File: src/rtl/rv_exec_pkg.sv
`default_nettype none

package rv_exec_pkg;

    // ####################
    // widths

    localparam int XLEN       = 32;
    localparam int IADDR_BITS = 32;
    localparam int MUL_STEPS  = 32;
    localparam int SHAMT_BITS = $clog2(XLEN);
    localparam int STEP_BITS  = $clog2(MUL_STEPS);

    localparam logic [STEP_BITS-1:0] STEP_LAST = STEP_BITS'(MUL_STEPS - 1);

    // ####################
    // types

    typedef enum logic [2:0]
    {
        GRP_ARITH = 3'd0,
        GRP_SHIFT = 3'd1,
        GRP_BITS  = 3'd2,
        GRP_CMP   = 3'd3,
        GRP_MUL   = 3'd4
    } alu_group_e;

    typedef enum logic [1:0]
    {
        ST_IDLE = 2'd0,
        ST_BUSY = 2'd1,
        ST_DONE = 2'd2
    } exec_state_e;

    // ####################
    // funct3 codes

    localparam logic [2:0] F3_SLL    = 3'b001;
    localparam logic [2:0] F3_SLT    = 3'b010;
    localparam logic [2:0] F3_SLTU   = 3'b011;
    localparam logic [2:0] F3_XOR    = 3'b100;
    localparam logic [2:0] F3_OR     = 3'b110;
    localparam logic [2:0] F3_AND    = 3'b111;

    localparam logic [2:0] F3_MUL    = 3'b000;
    localparam logic [2:0] F3_MULHU  = 3'b011;

    localparam logic [2:0] F3_SB     = 3'b000;  // store sizes
    localparam logic [2:0] F3_SH     = 3'b001;
    localparam logic [2:0] F3_SW     = 3'b010;

endpackage

`default_nettype wire
File: src/rtl/rv_exec_stage.sv
`default_nettype none

module rv_exec_stage
(
    input  wire                                  i_clk,
    input  wire                                  i_arst_n,
    input  wire                                  i_flush,
    input  wire  [rv_exec_pkg::XLEN-1:0]         i_op1,
    input  wire  [rv_exec_pkg::XLEN-1:0]         i_op2,
    input  wire  [rv_exec_pkg::XLEN-1:0]         i_reg_data2,
    input  rv_exec_pkg::alu_group_e              i_group,
    input  wire                                  i_op2_inverse,
    input  wire                                  i_add_override,
    input  wire  [2:0]                           i_funct3,
    input  wire                                  i_store,
    input  wire                                  i_reg_write,
    input  wire  [4:0]                           i_rd,
    input  wire                                  i_jal,
    input  wire                                  i_branch,
    input  wire  [rv_exec_pkg::IADDR_BITS-1:0]   i_pc,
    input  wire  [rv_exec_pkg::IADDR_BITS-1:0]   i_pc_next,
    input  wire  [rv_exec_pkg::IADDR_BITS-1:0]   i_pc_target,
    input  wire                                  i_branch_pred,
    input  wire                                  i_link,
    output logic                                 o_ready,
    output logic [rv_exec_pkg::XLEN-1:0]         o_result,
    output logic [rv_exec_pkg::XLEN-1:0]         o_add,
    output logic                                 o_store,
    output logic                                 o_reg_write,
    output logic [4:0]                           o_rd,
    output logic [rv_exec_pkg::IADDR_BITS-1:0]   o_pc,
    output logic                                 o_pc_select,
    output logic [rv_exec_pkg::IADDR_BITS-1:0]   o_pc_target,
    output logic [rv_exec_pkg::XLEN-1:0]         o_wdata,
    output logic [3:0]                           o_wsel,
    output logic [2:0]                           o_funct3
);

    logic [rv_exec_pkg::XLEN-1:0]       op1, op2, reg_data2;
    logic [rv_exec_pkg::IADDR_BITS-1:0] pc, pc_next, pc_target;
    logic [2:0]                         funct3;
    logic [4:0]                         rd;
    logic                               op2_inverse, add_override, link;
    logic                               store, reg_write, jal, branch, branch_pred;
    rv_exec_pkg::alu_group_e            group;

    rv_exec_pkg::exec_state_e           state, state_next;
    logic [rv_exec_pkg::STEP_BITS-1:0]  step_cnt;
    logic                               ready;

    // ####################
    // sequencer

    always_comb
    begin
        case (state)
            rv_exec_pkg::ST_IDLE:
                state_next = (i_group == rv_exec_pkg::GRP_MUL) ? rv_exec_pkg::ST_BUSY
                                                               : rv_exec_pkg::ST_IDLE;
            rv_exec_pkg::ST_BUSY:
                state_next = (step_cnt == rv_exec_pkg::STEP_LAST) ? rv_exec_pkg::ST_DONE
                                                                  : rv_exec_pkg::ST_BUSY;
            default: state_next = rv_exec_pkg::ST_IDLE;
        endcase
        if (i_flush)
            state_next = rv_exec_pkg::ST_IDLE;
    end

    always_ff @(posedge i_clk or negedge i_arst_n)
    begin
        if (!i_arst_n)
        begin
            state    <= rv_exec_pkg::ST_IDLE;
            ready    <= 1'b1;
            step_cnt <= '0;
        end
        else
        begin
            state    <= state_next;
            ready    <= (state_next == rv_exec_pkg::ST_IDLE);
            step_cnt <= (state == rv_exec_pkg::ST_BUSY) ? step_cnt + 1'b1 : '0;
        end
    end

    // ####################
    // input capture

    always_ff @(posedge i_clk or negedge i_arst_n)
    begin
        if (!i_arst_n)
        begin
            store       <= 1'b0;
            reg_write   <= 1'b0;
            jal         <= 1'b0;
            branch      <= 1'b0;
            branch_pred <= 1'b0;
            group       <= rv_exec_pkg::GRP_ARITH;
        end
        else if (i_flush)
        begin
            store       <= 1'b0;
            reg_write   <= 1'b0;
            jal         <= 1'b0;
            branch      <= 1'b0;
            branch_pred <= 1'b0;
            group       <= rv_exec_pkg::GRP_ARITH;
        end
        else if (ready)
        begin
            store       <= i_store;
            reg_write   <= i_reg_write;
            jal         <= i_jal;
            branch      <= i_branch;
            branch_pred <= i_branch_pred;
            group       <= i_group;
        end
    end

    always_ff @(posedge i_clk)
    begin
        if (ready)
        begin
            op1          <= i_op1;
            op2          <= i_op2;
            reg_data2    <= i_reg_data2;
            op2_inverse  <= i_op2_inverse;
            add_override <= i_add_override;
            funct3       <= i_funct3;
            rd           <= i_rd;
            pc           <= i_pc;
            pc_next      <= i_pc_next;
            pc_target    <= i_pc_target;
            link         <= i_link;
        end
        else if (state == rv_exec_pkg::ST_BUSY)
            op2 <= {1'b0, op2[rv_exec_pkg::XLEN-1:1]};  // next multiplier bit
    end

    // ####################
    // datapath

    logic                               mul_run, mul_last, add_sub;
    logic [rv_exec_pkg::XLEN:0]         add_op1, add, partial;
    logic [rv_exec_pkg::XLEN-1:0]       add_op2, addend;
    logic                               eq, lts, ltu;
    logic [rv_exec_pkg::XLEN-1:0]       xor_res, or_res, and_res, shl_res, shr_res;
    logic [2*rv_exec_pkg::XLEN-1:0]     product;
    logic [rv_exec_pkg::XLEN-1:0]       alu_result;

    assign mul_run  = (state == rv_exec_pkg::ST_BUSY);
    assign mul_last = mul_run & (step_cnt == rv_exec_pkg::STEP_LAST);

    // first step starts from a zero partial sum
    assign add_op1 = !mul_run ? {1'b0, op1} : (step_cnt == '0) ? '0 : partial;
    assign add_op2 = mul_run ? addend : op2;
    // signed multiplier bit 31 weighs -2^31, mul and mulh only
    assign add_sub = mul_run ? (mul_last & ~funct3[1]) : op2_inverse;

    rv_adder u_adder
    (
        .i_sub          (add_sub),
        .i_op1          (add_op1),
        .i_op2          (add_op2),
        .o_add          (add),
        .o_eq           (eq),
        .o_lts          (lts),
        .o_ltu          (ltu)
    );

    rv_bitwise u_bitwise
    (
        .i_sra          (op2_inverse),
        .i_op1          (op1),
        .i_op2          (op2),
        .o_xor          (xor_res),
        .o_or           (or_res),
        .o_and          (and_res),
        .o_shl          (shl_res),
        .o_shr          (shr_res)
    );

    rv_multiplier u_multiplier
    (
        .i_clk          (i_clk),
        .i_arst_n       (i_arst_n),
        .i_busy         (mul_run),
        .i_op1          (op1),
        .i_op2_lsb      (op2[0]),
        .i_add          (add),
        .i_funct3       (funct3[1:0]),
        .o_addend       (addend),
        .o_partial      (partial),
        .o_product      (product)
    );

    rv_alu_mux u_alu_mux
    (
        .i_group        (group),
        .i_funct3       (funct3),
        .i_add_override (add_override),
        .i_add          (add[rv_exec_pkg::XLEN-1:0]),
        .i_xor          (xor_res),
        .i_or           (or_res),
        .i_and          (and_res),
        .i_shl          (shl_res),
        .i_shr          (shr_res),
        .i_lts          (lts),
        .i_ltu          (ltu),
        .i_product      (product),
        .o_result       (alu_result)
    );

    rv_branch_unit u_branch_unit
    (
        .i_eq           (eq),
        .i_lts          (lts),
        .i_ltu          (ltu),
        .i_funct3       (funct3),
        .i_jal          (jal),
        .i_branch       (branch),
        .i_branch_pred  (branch_pred),
        .i_pc_next      (pc_next),
        .i_pc_target    (pc_target),
        .o_pc_select    (o_pc_select),
        .o_pc_target    (o_pc_target)
    );

    rv_store_align u_store_align
    (
        .i_funct3       (funct3[1:0]),
        .i_addr_lo      (add[1:0]),
        .i_reg_data2    (reg_data2),
        .o_wdata        (o_wdata),
        .o_wsel         (o_wsel)
    );

    assign o_result    = link ? pc_next : alu_result;  // jal/jalr write pc+4
    assign o_add       = add[rv_exec_pkg::XLEN-1:0];
    assign o_ready     = ready;
    assign o_store     = store;
    assign o_reg_write = reg_write;
    assign o_rd        = rd;
    assign o_pc        = pc;
    assign o_funct3    = funct3;

    a_ready_idle: assert property
    (
        @(posedge i_clk) disable iff (!i_arst_n)
        ready == (state == rv_exec_pkg::ST_IDLE)
    );

    a_done_once: assert property
    (
        @(posedge i_clk) disable iff (!i_arst_n)
        state == rv_exec_pkg::ST_DONE |=> state != rv_exec_pkg::ST_DONE
    );

endmodule

`default_nettype wire

File: src/rtl/rv_store_align.sv
`default_nettype none

module rv_store_align
(
    input  wire  [1:0]                       i_funct3,
    input  wire  [1:0]                       i_addr_lo,
    input  wire  [rv_exec_pkg::XLEN-1:0]     i_reg_data2,
    output logic [rv_exec_pkg::XLEN-1:0]     o_wdata,
    output logic [3:0]                       o_wsel
);

    always_comb
    begin
        case (i_funct3)
            rv_exec_pkg::F3_SB[1:0]:
            begin
                o_wdata = {4{i_reg_data2[7:0]}};
                o_wsel  = 4'b0001 << i_addr_lo;
            end
            rv_exec_pkg::F3_SH[1:0]:
            begin
                o_wdata = {2{i_reg_data2[15:0]}};
                o_wsel  = i_addr_lo[1] ? 4'b1100 : 4'b0011;  // upper or lower half
            end
            rv_exec_pkg::F3_SW[1:0]:
            begin
                o_wdata = i_reg_data2;
                o_wsel  = 4'b1111;
            end
            default:
            begin
                o_wdata = i_reg_data2;
                o_wsel  = 4'b0000;
            end
        endcase
    end

endmodule

`default_nettype wire

File: src/rtl/rv_branch_unit.sv
`default_nettype none

module rv_branch_unit
(
    input  wire                                  i_eq,
    input  wire                                  i_lts,
    input  wire                                  i_ltu,
    input  wire  [2:0]                           i_funct3,
    input  wire                                  i_jal,
    input  wire                                  i_branch,
    input  wire                                  i_branch_pred,
    input  wire  [rv_exec_pkg::IADDR_BITS-1:0]   i_pc_next,
    input  wire  [rv_exec_pkg::IADDR_BITS-1:0]   i_pc_target,
    output logic                                 o_pc_select,
    output logic [rv_exec_pkg::IADDR_BITS-1:0]   o_pc_target
);

    logic cond;
    logic taken;

    always_comb
    begin
        case (i_funct3[2:1])
            2'b00:   cond = i_eq;   // beq/bne
            2'b10:   cond = i_lts;  // blt/bge
            default: cond = i_ltu;
        endcase
    end

    assign taken = i_jal | (i_branch & (cond ^ i_funct3[0]));

    // redirect only on a mispredict
    assign o_pc_select = taken ^ i_branch_pred;
    assign o_pc_target = taken ? i_pc_target : i_pc_next;

endmodule

`default_nettype wire

File: src/rtl/rv_alu_mux.sv
`default_nettype none

module rv_alu_mux
(
    input  rv_exec_pkg::alu_group_e          i_group,
    input  wire  [2:0]                       i_funct3,
    input  wire                              i_add_override,
    input  wire  [rv_exec_pkg::XLEN-1:0]     i_add,
    input  wire  [rv_exec_pkg::XLEN-1:0]     i_xor,
    input  wire  [rv_exec_pkg::XLEN-1:0]     i_or,
    input  wire  [rv_exec_pkg::XLEN-1:0]     i_and,
    input  wire  [rv_exec_pkg::XLEN-1:0]     i_shl,
    input  wire  [rv_exec_pkg::XLEN-1:0]     i_shr,
    input  wire                              i_lts,
    input  wire                              i_ltu,
    input  wire  [2*rv_exec_pkg::XLEN-1:0]   i_product,
    output logic [rv_exec_pkg::XLEN-1:0]     o_result
);

    always_comb
    begin
        o_result = '0;
        if (i_add_override)
            o_result = i_add;  // address calc
        else
        begin
            case (i_group)
                rv_exec_pkg::GRP_ARITH: o_result = i_add;
                rv_exec_pkg::GRP_SHIFT: o_result = (i_funct3 == rv_exec_pkg::F3_SLL) ? i_shl : i_shr;
                rv_exec_pkg::GRP_BITS:
                begin
                    case (i_funct3)
                        rv_exec_pkg::F3_XOR: o_result = i_xor;
                        rv_exec_pkg::F3_OR:  o_result = i_or;
                        rv_exec_pkg::F3_AND: o_result = i_and;
                        default:             o_result = '0;
                    endcase
                end
                rv_exec_pkg::GRP_CMP:
                begin
                    if (i_funct3 == rv_exec_pkg::F3_SLT)
                        o_result = {{(rv_exec_pkg::XLEN-1){1'b0}}, i_lts};
                    else if (i_funct3 == rv_exec_pkg::F3_SLTU)
                        o_result = {{(rv_exec_pkg::XLEN-1){1'b0}}, i_ltu};
                end
                rv_exec_pkg::GRP_MUL:
                begin
                    if (i_funct3 == rv_exec_pkg::F3_MUL)
                        o_result = i_product[rv_exec_pkg::XLEN-1:0];
                    else
                        o_result = i_product[2*rv_exec_pkg::XLEN-1:rv_exec_pkg::XLEN];  // mulh*
                end
                default: o_result = '0;
            endcase
        end
    end

endmodule

`default_nettype wire

File: src/rtl/rv_multiplier.sv
`default_nettype none

module rv_multiplier
(
    input  wire                              i_clk,
    input  wire                              i_arst_n,
    input  wire                              i_busy,
    input  wire  [rv_exec_pkg::XLEN-1:0]     i_op1,
    input  wire                              i_op2_lsb,
    input  wire  [rv_exec_pkg::XLEN:0]       i_add,
    input  wire  [1:0]                       i_funct3,
    output logic [rv_exec_pkg::XLEN-1:0]     o_addend,
    output logic [rv_exec_pkg::XLEN:0]       o_partial,
    output logic [2*rv_exec_pkg::XLEN-1:0]   o_product
);

    logic                           op1_signed;
    logic                           sum_top;
    logic [rv_exec_pkg::XLEN:0]     partial;
    logic [rv_exec_pkg::XLEN-1:0]   low_bits;

    // only MULHU treats the multiplicand as unsigned
    assign op1_signed = (i_funct3 != rv_exec_pkg::F3_MULHU[1:0]);

    assign o_addend = i_op2_lsb ? i_op1 : '0;

    // adder zero-extends its second operand; flipping bit 32 turns
    // that into a sign extension of a negative multiplicand
    assign sum_top = i_add[rv_exec_pkg::XLEN]
                   ^ (op1_signed & o_addend[rv_exec_pkg::XLEN-1]);

    always_ff @(posedge i_clk or negedge i_arst_n)
    begin
        if (!i_arst_n)
            partial <= '0;
        else if (i_busy)
            partial <= {op1_signed & sum_top, sum_top, i_add[rv_exec_pkg::XLEN-1:1]};
    end

    always_ff @(posedge i_clk)
    begin
        if (i_busy)
            low_bits <= {i_add[0], low_bits[rv_exec_pkg::XLEN-1:1]};  // shifted-out sum bits
    end

    assign o_partial = partial;
    assign o_product = {partial[rv_exec_pkg::XLEN-1:0], low_bits};

    a_partial_hold: assert property
    (
        @(posedge i_clk) disable iff (!i_arst_n)
        !i_busy |=> $stable(partial)
    );

endmodule

`default_nettype wire

File: src/rtl/rv_bitwise.sv
`default_nettype none

module rv_bitwise
(
    input  wire                              i_sra,
    input  wire  [rv_exec_pkg::XLEN-1:0]     i_op1,
    input  wire  [rv_exec_pkg::XLEN-1:0]     i_op2,
    output logic [rv_exec_pkg::XLEN-1:0]     o_xor,
    output logic [rv_exec_pkg::XLEN-1:0]     o_or,
    output logic [rv_exec_pkg::XLEN-1:0]     o_and,
    output logic [rv_exec_pkg::XLEN-1:0]     o_shl,
    output logic [rv_exec_pkg::XLEN-1:0]     o_shr
);

    logic [rv_exec_pkg::SHAMT_BITS-1:0] shamt;
    logic [rv_exec_pkg::XLEN-1:0]       srl_res;
    logic [rv_exec_pkg::XLEN-1:0]       sra_res;

    assign shamt = i_op2[rv_exec_pkg::SHAMT_BITS-1:0];

    assign o_xor = i_op1 ^ i_op2;
    assign o_or  = i_op1 | i_op2;
    assign o_and = i_op1 & i_op2;

    assign o_shl   = i_op1 << shamt;
    assign srl_res = i_op1 >> shamt;
    assign sra_res = $signed(i_op1) >>> shamt;  // kept apart so the sign survives

    assign o_shr = i_sra ? sra_res : srl_res;

endmodule

`default_nettype wire

File: src/rtl/rv_adder.sv
`default_nettype none

module rv_adder
(
    input  wire                              i_sub,
    input  wire  [rv_exec_pkg::XLEN:0]       i_op1,
    input  wire  [rv_exec_pkg::XLEN-1:0]     i_op2,
    output logic [rv_exec_pkg::XLEN:0]       o_add,
    output logic                             o_eq,
    output logic                             o_lts,
    output logic                             o_ltu
);

    logic [rv_exec_pkg::XLEN:0] op2_ext;

    // invert all 33 bits so the carry lands in the top bit
    assign op2_ext = {1'b0, i_op2} ^ {(rv_exec_pkg::XLEN + 1){i_sub}};
    assign o_add   = i_op1 + op2_ext + {{rv_exec_pkg::XLEN{1'b0}}, i_sub};

    // flags only meaningful when subtracting
    assign o_eq  = (o_add[rv_exec_pkg::XLEN-1:0] == '0);
    assign o_ltu = o_add[rv_exec_pkg::XLEN];  // borrow
    assign o_lts = o_add[rv_exec_pkg::XLEN]
                 ^ i_op1[rv_exec_pkg::XLEN-1]
                 ^ i_op2[rv_exec_pkg::XLEN-1];

endmodule

`default_nettype wire

File: config.mk
export PLATFORM = sky130hd
export DESIGN_NAME = rv_exec_stage
export DESIGN_NICKNAME = d
export VERILOG_FILES = /design/src/rtl/rv_exec_pkg.sv /design/src/rtl/rv_exec_stage.sv /design/src/rtl/rv_store_align.sv /design/src/rtl/rv_branch_unit.sv /design/src/rtl/rv_alu_mux.sv /design/src/rtl/rv_multiplier.sv /design/src/rtl/rv_bitwise.sv /design/src/rtl/rv_adder.sv
export SDC_FILE = /design/constraint.sdc
export NUM_CORES = 1
export LEC_CHECK = 0
export ABC_AREA = 1
export ABC_CLOCK_PERIOD_IN_PS = 4900
export BUFFER_PORTS_ARGS = -buffer_cell sky130_fd_sc_hd__buf_2
export CAP_MARGIN = 40
export CORE_AREA = 2 2 266 268
export DETAILED_ROUTE_END_ITERATION = 8
export DIE_AREA = 0 0 268 270
export GPL_TIMING_DRIVEN = 1
export PLACE_DENSITY_LB_ADDON = 0.2
export SLEW_MARGIN = 20
export SYNTH_ARGS = -nofsm -noshare
export SYNTH_HDL_FRONTEND = slang
export SYNTH_SLANG_ARGS = --single-unit
export TNS_END_PERCENT = 1
File: constraint.sdc
create_clock -name i_clk -period 4.9 [get_ports i_clk]
set_input_delay 0.245 -clock i_clk [delete_from_list [all_inputs] [get_ports i_clk]]
set_output_delay 0.245 -clock i_clk [all_outputs]
set_load 0.005 [all_outputs]
==> flow_metrics.py, run 1 <==
metrics = {
    "clocking": {
        "clk_pin_slew_ns": 0.06,
        "cts_made_buffers": 38,
        "clock_path_buffers": 3,
        "cts_tree": "built",
        "cts_root_buf": "clkbuf_16",
        "cts.htree.levels": 2,
        "worstSkewPairLatency_ns": 0.61,
        "cts.sinks": 284,
    },
    "logic_synthesis": {
        "yosysMostFrequentCell": "nand2_1",
        "synth_top_area_share_pct": 35.2,
        "yosys_warnings": 0,
        "synthTopCellsByCount": "696 x nand2_1, 367 x o21ai_0, 248 x inv_1",
        "async_flop_share_pct": 17.3,
        "synth_area_leaders": "edfxtp_1 35%, nand2_1 13%, o21ai_0 9.2%",
        "synth.distinct_cells": 52,
        "avgSynthCellArea_um2": 7.61,
        "synth-seq-cells": 284,
        "netlist_instances": 2633,
        "synth-main-ff-cell": "edfxtp_1",
        "synth-seq-area-share_pct": 41.4,
        "synth_top_cell_by_area": "edfxtp_1",
        "syn_area_mm2": 0.0200,
        "synth_edf_count": 235,
        "syn_nets": 2947,
    },
    "flow_run": {
        "maxCapViolations": 0,
    },
    "layout": {
        "syn_to_final_growth_pct": 38.8,
        "fin_nets": 3629,
        "fin_cells": 4286,
        "n_fill_cell": 7284,
        "drive_above_1_share_pct": 21.9,
    },
    "timing": {
        "max_freq_mhz": 182,
        "final_hold_viol_count": 0,
        "maxSlewViolCount": 0,
        "holdWs_ns": 0.0261,
        "tightest_slew_ns": 0.957,
        "tns_ns": -18.23,
        "setup-violations-final": 35,
        "final.setup.worst_slack_ns": -0.582,
        "min_period_ns": 5.48,
        "rsz0062_at_grt": "true",
        "max-slew-margin-rel_pct": 36.2,
        "fin_worst_skew_ns": 0.0229,
        "finalCritPeriodShare_pct": 112,
    },
    "setup_path": {
        "required_ns": 4.66,
        "arrival_ns": 5.24,
        "cp-end-kind": "output pin",
        "critPathLaunchType": "flop",
        "regToRegEndpoint": "u_multiplier.o_partial[32]$_DFFE_PN0N_",
        "cp-startpoint": "step_cnt[0]$_DFF_PN0_",
        "critPathMaxStageDelay_ns": 0.37,
        "cp_slowest_cell": "dfrtp_1",
        "worstSetupEndpoint": "o_pc_select",
        "cp_max_fo": 11,
        "critPathMostFrequentCell": "nand2_1",
        "critPathKind": "flop to output pin",
        "r2r_start": "step_cnt[0]$_DFF_PN0_",
        "worstRegToRegCells": 23,
        "rrSetupSlack_ns": 0.94,
    },
    "global_route": {
        "grt_pass1_vias": 21741,
        "grt_max_degree": 131,
        "grt_overflow": 0,
        "grt_pass1_wl_um": 146000,
        "grt_use_total_pct": 27.5,
        "antenna_found_initial": 2,
    },
    "floorplanning": {
        "fp.dieH_um": 270,
        "start_util_pct": 28.8,
        "dieWidth_um": 268,
        "rows": 97,
        "coreArea_mm2": 0.0695,
        "dieArea_mm2": 0.0724,
        "ios": 390,
    },
    "power_and_ir_drop": {
        "total_power_mw": 10.7,
        "powerDensity_mw_per_mm2": 383,
        "leakagePower_nw": 12.8,
        "peakVddDrop_mv": 0.274,
    },
    "place": {
        "dp_hpwl_um": 80000,
        "gp_congestion": 0.985,
        "dp.cells": 4005,
        "io_buffers": 389,
    },
    "detailed_routing": {
        "route.vias.total": 21941,
        "routed_wl_um": 102000,
        "drc_errors": 0,
        "ant_nets": 0,
        "drt_first_pass_iters": 6,
        "via_per_inst": 5.12,
        "drtIter0Drc": 2502,
        "post_drt_wl_per_cell_um": 23.7,
    },
    "status": {
        "violations": "setup timing",
        "outcome": "finished with violations",
    },
    "worst_hold_path": {
        "min_path_type": "input pin to flop",
    },
}
-- per-layer routing --
| metal | wire length (um) | share of wire [%] | track usage, % |
|---|---|---|---|
| met2 | 46000 | 45 | 44.2 |
| met4 | 4300 | 4.2 | 10.2 |
| met5 | 14 | 0.014 | 0 |
| met1 | 42900 | 42 | 36.3 |
| met3 | 8620 | 8.5 | 5.73 |
-- worst max-delay path, delay by kind of cell (launching register included) --
kind                     cells  cell delay (ns)
XOR/XNOR                     1             0.16
AND/OR/NAND/NOR             24             2.64
adder cells (fa/ha/maj)      3             0.74
flip-flops                   1             0.37
buffers and inverters        5             0.71
-- how the worst min path moves through the flow --
stage,to,slack [ns],cells past startpoint,startpoint
2_1_floorplan,branch$_DFFE_PN0P_,-0.05,0,i_arst_n
3_3_place_gp,o_pc[0]$_DFFE_PP_,0.42,1,i_pc[0]
3_5_place_dp,reg_data2[16]$_DFFE_PP_,0.42,1,i_reg_data2[16]
4_1_cts,op2[6]$_DFFE_PP_,0.02,3,i_op2[6]
5_1_grt,op2[4]$_DFFE_PP_,0.02,3,i_op2[4]
6_report,op2[4]$_DFFE_PP_,0.03,3,i_op2[4]
-- layout make-up --
| type | count | area (um2) | share of cell area, % |
|---|---|---|---|
| diodes | 1 | 2.50 | 0.00900 |
| well taps | 940 | 1180 | 4.23 |
| repair buffers | 791 | 5690 | 20.5 |
| clock inverters | 21 | 260 | 0.936 |
| clock buffers | 49 | 1000 | 3.60 |
| inverters | 258 | 971 | 3.49 |
| flip-flops and latches | 284 | 8290 | 29.8 |
| multi-input cells | 1942 | 10400 | 37.5 |
-- cell usage in the layout (no fill, tap or decap), types with 21 or more instances in the layout --
cell,synthesis,routed
xor2_1,34,33
a21oi_1,112,101
dfrtp_1,48,48
a31oi_1,27,26
edfxtp_1,235,235
buf_4,11,182
nand2_1,696,682
o211ai_1,37,37
ha_1,99,94
inv_1,248,246
clkbuf_16,0,39
buf_2,8,388
dlygate4sd3_1,0,206
a221oi_1,21,21
nand3_1,168,159
nor2_1,220,211
o21ai_0,367,358
-- sequential cells by signal, indices dropped and copies added, names as in the netlist, 5 cells and up --
register                cells
step_cnt                    5
pc_next                    32
u_multiplier.o_partial     33
o_pc                       32
reg_data2                  32
op1                        32
u_multiplier.low_bits      32
o_rd                        5
op2                        32
pc_target                  32
-- where the power goes --
group	internal (mW)	switching, mW	leakage (nW)	total, mW
logic	1.65	2.83	9.20	4.48
clock network	1.64	1.25	0.603	2.89
registers	2.91	0.380	3.03	3.29
total	6.20	4.46	12.8	10.7
-- what timing repair did --
item / 4_1_cts / 5_1_grt
setup buffers: 1 / 0
cloned: 1 / 1
endpoints found under the setup margin: 45 / 54
hold buffers: 206 / 0
pin swaps: 7 / 4
endpoints found under the hold margin: 254 / 0
gates resized for setup: 34 / 42
-- cells by family after synthesis --
logic type,count (synthesis),share of synthesized area [%]
simple gates,1140,23.2
xor+xnor,41,1.91
compound gates,645,18.4
buf+inv,407,8.00
fa+ha+maj,100,6.29
flops,284,41.4
mux,16,0.800
-- stage by stage --
stage / cell area [um2] / utilization (%) / setup slack (ns)
after global routing: 27800 / 40.0 / -0.909
after CTS: 27600 / 39.7 / -0.498
after global placement: 24100 / 34.6 / -0.339
after detailed placement: 24100 / 34.7 / -0.265
after floorplan: 20000 / - / 0.466
final: 27800 / 40.0 / -0.582
Power figures use the tool's default switching activity.
==> inputs of run 2 (changes only) <==
--- a/config.mk
+++ b/config.mk
@@ -5,7 +5,6 @@
 export SDC_FILE = /design/constraint.sdc
 export NUM_CORES = 1
 export LEC_CHECK = 0
-export ABC_AREA = 1
 export ABC_CLOCK_PERIOD_IN_PS = 4900
 export BUFFER_PORTS_ARGS = -buffer_cell sky130_fd_sc_hd__buf_2
 export CAP_MARGIN = 40
==> flow_metrics.py, run 2 <==
metrics = {
    "floorplanning": {
        "fp.dieH_um": 270,
        "dieArea_mm2": 0.0724,
        "dieWidth_um": 268,
        "start_util_pct": 28.8,
        "rows": 97,
        "ios": 390,
        "coreArea_mm2": 0.0695,
    },
    "layout": {
        "largest_reg_flops": 33,
        "syn_to_final_growth_pct": 48.7,
        "final_cell_mix": "382 x buf_2, 372 x buf_4, 235 x edfxtp_1, 216 x nand2_1, 212 x dlygate4sd3_1",
        "stdcell_area_mm2": 0.0298,
        "diodes": 0,
        "final_common_cell": "buf_2",
        "drive_above_1_share_pct": 36.2,
        "regArea_mm2": 0.00829,
        "n_fill_cell": 6792,
        "post-route-util_pct": 42.8,
        "fin_cells": 3878,
        "multi_input_area_mm2": 0.0113,
        "fin_nets": 3225,
    },
    "timing": {
        "setup-violations-final": 54,
        "final.setup.worst_slack_ns": -1.37,
        "finalCritPeriodShare_pct": 128,
        "final_hold_viol_count": 0,
        "max_freq_mhz": 160,
        "tightest_slew_ns": 0.882,
        "rsz0062_at_grt": "true",
        "min_period_ns": 6.27,
        "maxSlewViolCount": 0,
        "tns_ns": -49.94,
        "max-slew-margin-rel_pct": 40.9,
        "fin_worst_skew_ns": 0.0292,
        "holdWs_ns": 0.0402,
    },
    "logic_synthesis": {
        "yosysMostFrequentCell": "edfxtp_1",
        "async_flop_share_pct": 17.3,
        "syn_nets": 2349,
        "netlist_instances": 2035,
        "synthTopCellsByCount": "235 x edfxtp_1, 219 x nand2_1, 202 x nor2_1",
        "syn_area_mm2": 0.0200,
        "synth.distinct_cells": 80,
        "synth_top_cell_by_area": "edfxtp_1",
        "synth-main-ff-cell": "edfxtp_1",
        "synth_top_area_share_pct": 35.2,
        "synth_area_leaders": "edfxtp_1 35%, mux4_2 7.3%, ha_1 6.2%",
        "synth-seq-area-share_pct": 41.4,
        "synth-seq-cells": 284,
        "synth_edf_count": 235,
        "yosys_warnings": 0,
        "avgSynthCellArea_um2": 9.84,
    },
    "place": {
        "placed_cell_area_mm2": 0.0254,
        "io_buffers": 389,
        "dp_hpwl_um": 72200,
        "dp.cells": 3566,
        "dp_slack_ns": -1.07,
        "gp_congestion": 0.978,
    },
    "detailed_routing": {
        "route.vias.total": 20239,
        "routed.top_layer": "met4",
        "post_drt_wl_per_cell_um": 24.3,
        "wl_met1_um": 37700,
        "drtIter0Drc": 1753,
        "ant_nets": 0,
        "met2WireLength_um": 45900,
        "drc_errors": 0,
        "met3_length_um": 4880,
        "routed_wl_um": 94300,
        "drt_first_pass_iters": 8,
        "via_per_inst": 5.22,
    },
    "clocking": {
        "clock_path_buffers": 3,
        "worstSkewPairLatency_ns": 0.58,
        "cts.htree.levels": 2,
        "cts_made_buffers": 37,
        "cts_tree": "built",
        "cts.sinks": 284,
        "cts_root_buf": "clkbuf_16",
        "clk_pin_slew_ns": 0.06,
    },
    "setup_path": {
        "worstRegToRegCells": 21,
        "required_ns": 4.66,
        "cp-end-kind": "output pin",
        "cp_max_fo": 8,
        "arrival_ns": 6.02,
        "critPathLaunchType": "flop",
        "critPathKind": "flop to output pin",
        "r2r_start": "step_cnt[0]$_DFF_PN0_",
        "regToRegEndpoint": "u_multiplier.o_partial[16]$_DFFE_PN0N_",
        "rrSetupSlack_ns": 0.52,
    },
    "worst_hold_path": {
        "min_path_type": "input pin to flop",
        "holdPathEnd": "op2[20]$_DFFE_PP_",
        "min-delay-start": "i_op2[20]",
        "whs_path_depth": 3,
    },
    "status": {
        "violations": "setup timing",
        "outcome": "finished with violations",
    },
    "flow_run": {
        "maxCapViolations": 0,
    },
    "power_and_ir_drop": {
        "switchingPower_mw": 4.35,
        "leakagePower_nw": 12.9,
        "p_comb_share_pct": 47.1,
        "powerDensity_mw_per_mm2": 383,
        "internal_power_mw": 7.05,
        "total_power_mw": 11.4,
        "pwr-share-clk_pct": 24.7,
        "netSwitchingFraction_pct": 38.2,
        "peakVddDrop_mv": 0.232,
        "seqPwrFrac_pct": 28.2,
    },
    "global_route": {
        "grt_pass1_wl_um": 137000,
        "grt_overflow": 0,
        "grt_max_degree": 136,
        "antenna_found_initial": 0,
        "grt_use_total_pct": 25.7,
        "grt_pass1_vias": 20553,
    },
}
## run 2: cell types whose count changed after synthesis, moves of 47 or more
cell     previous run  this run
mux4_2              0        65
nand3_1           168        37
nand2_1           696       219
xnor2_1             4        51
inv_1             248        95
a21oi_1           112       159
mux2i_1            16        77
o21ai_0           367       174
## run 2: how the worst max path moves through the flow
stage	startpoint	end	slack (ns)	cells past startpoint
final	step_cnt[0]$_DFF_PN0_	o_pc_target[11]	-1.37	25
after global routing	step_cnt[0]$_DFF_PN0_	o_pc_target[20]	-1.59	29
after CTS	step_cnt[0]$_DFF_PN0_	o_pc_target[25]	-1.55	25
after detailed placement	op2[0]$_DFFE_PP_	o_pc_target[1]	-1.07	19
after global placement	op2[0]$_DFFE_PP_	o_pc_target[1]	-1.01	19
after floorplan	step_cnt[0]$_DFF_PN0_	o_pc_target[10]	-0.50	21
## run 2: worst max-delay path, cell delays in order, from the launching register on
cell and delay, ns:
dfrtp_1 0.38, buf_6 0.12, ha_2 0.16, and3_4 0.15, ha_4 0.15, nor2b_4 0.15, mux2i_4 0.19, buf_4 0.15
a22oi_2 0.07, fa_2 0.40, a21o_1 0.22, a221oi_4 0.29, xnor2_2 0.13, nor4_4 0.34, o2111ai_2 0.18, or4b_4 0.58
nor4b_4 0.23, buf_4 0.15, and4_4 0.24, and4_4 0.23, nor4_4 0.05, buf_6 0.16, buf_12 0.14, buf_16 0.15
mux2_4 0.31, buf_6 0.12
## run 2: power groups by stage
stage / sequential, mW / clock (mW) / combinational (mW)
2_1_floorplan: 3.15 / 0 / 2.23
3_3_place_gp: 3.25 / 0 / 4.71
3_5_place_dp: 3.25 / 0 / 4.72
4_1_cts: 3.21 / 2.90 / 5.11
5_1_grt: 3.23 / 2.98 / 5.73
6_report: 3.21 / 2.81 / 5.37
## run 2: routing by layer
layer  track usage, %  vias to the layer above
met5                0                        -
met4             13.5                        0
met3             3.41                      202
met2             43.5                      800
met1             31.6                     9964
li1                 -                     9273
## run 2: repair_timing
action	4_1_cts	5_1_grt
hold buffers	212	0
buffers inserted	19	10
cloned	3	0
endpoints found under the setup margin	67	73
resized for setup	57	68
pin swaps	23	27
hold endpoints to repair	255	0
## run 2: cell type report
type | instances | share of cell area [%]
Timing Repair Buffer | 1000 | 24.9
Clock inverter | 18 | 0.815
Clock buffer | 48 | 3.28
Tap cell | 940 | 3.95
Inverter | 97 | 1.24
Multi-Input combinational cell | 1491 | 38.0
Sequential cell | 284 | 27.8
## run 2: kinds of logic after synthesis
family                   count (synthesis)  share of synthesized area, %
AO/OA/AOI/OAI                          558                          16.8
flip-flops                             284                          41.4
multiplexers                           201                          15.0
XOR/XNOR                                69                          3.02
adder cells (fa/ha/maj)                100                          6.28
AND/OR/NAND/NOR                        563                          12.4
buffers and inverters                  260                          5.17
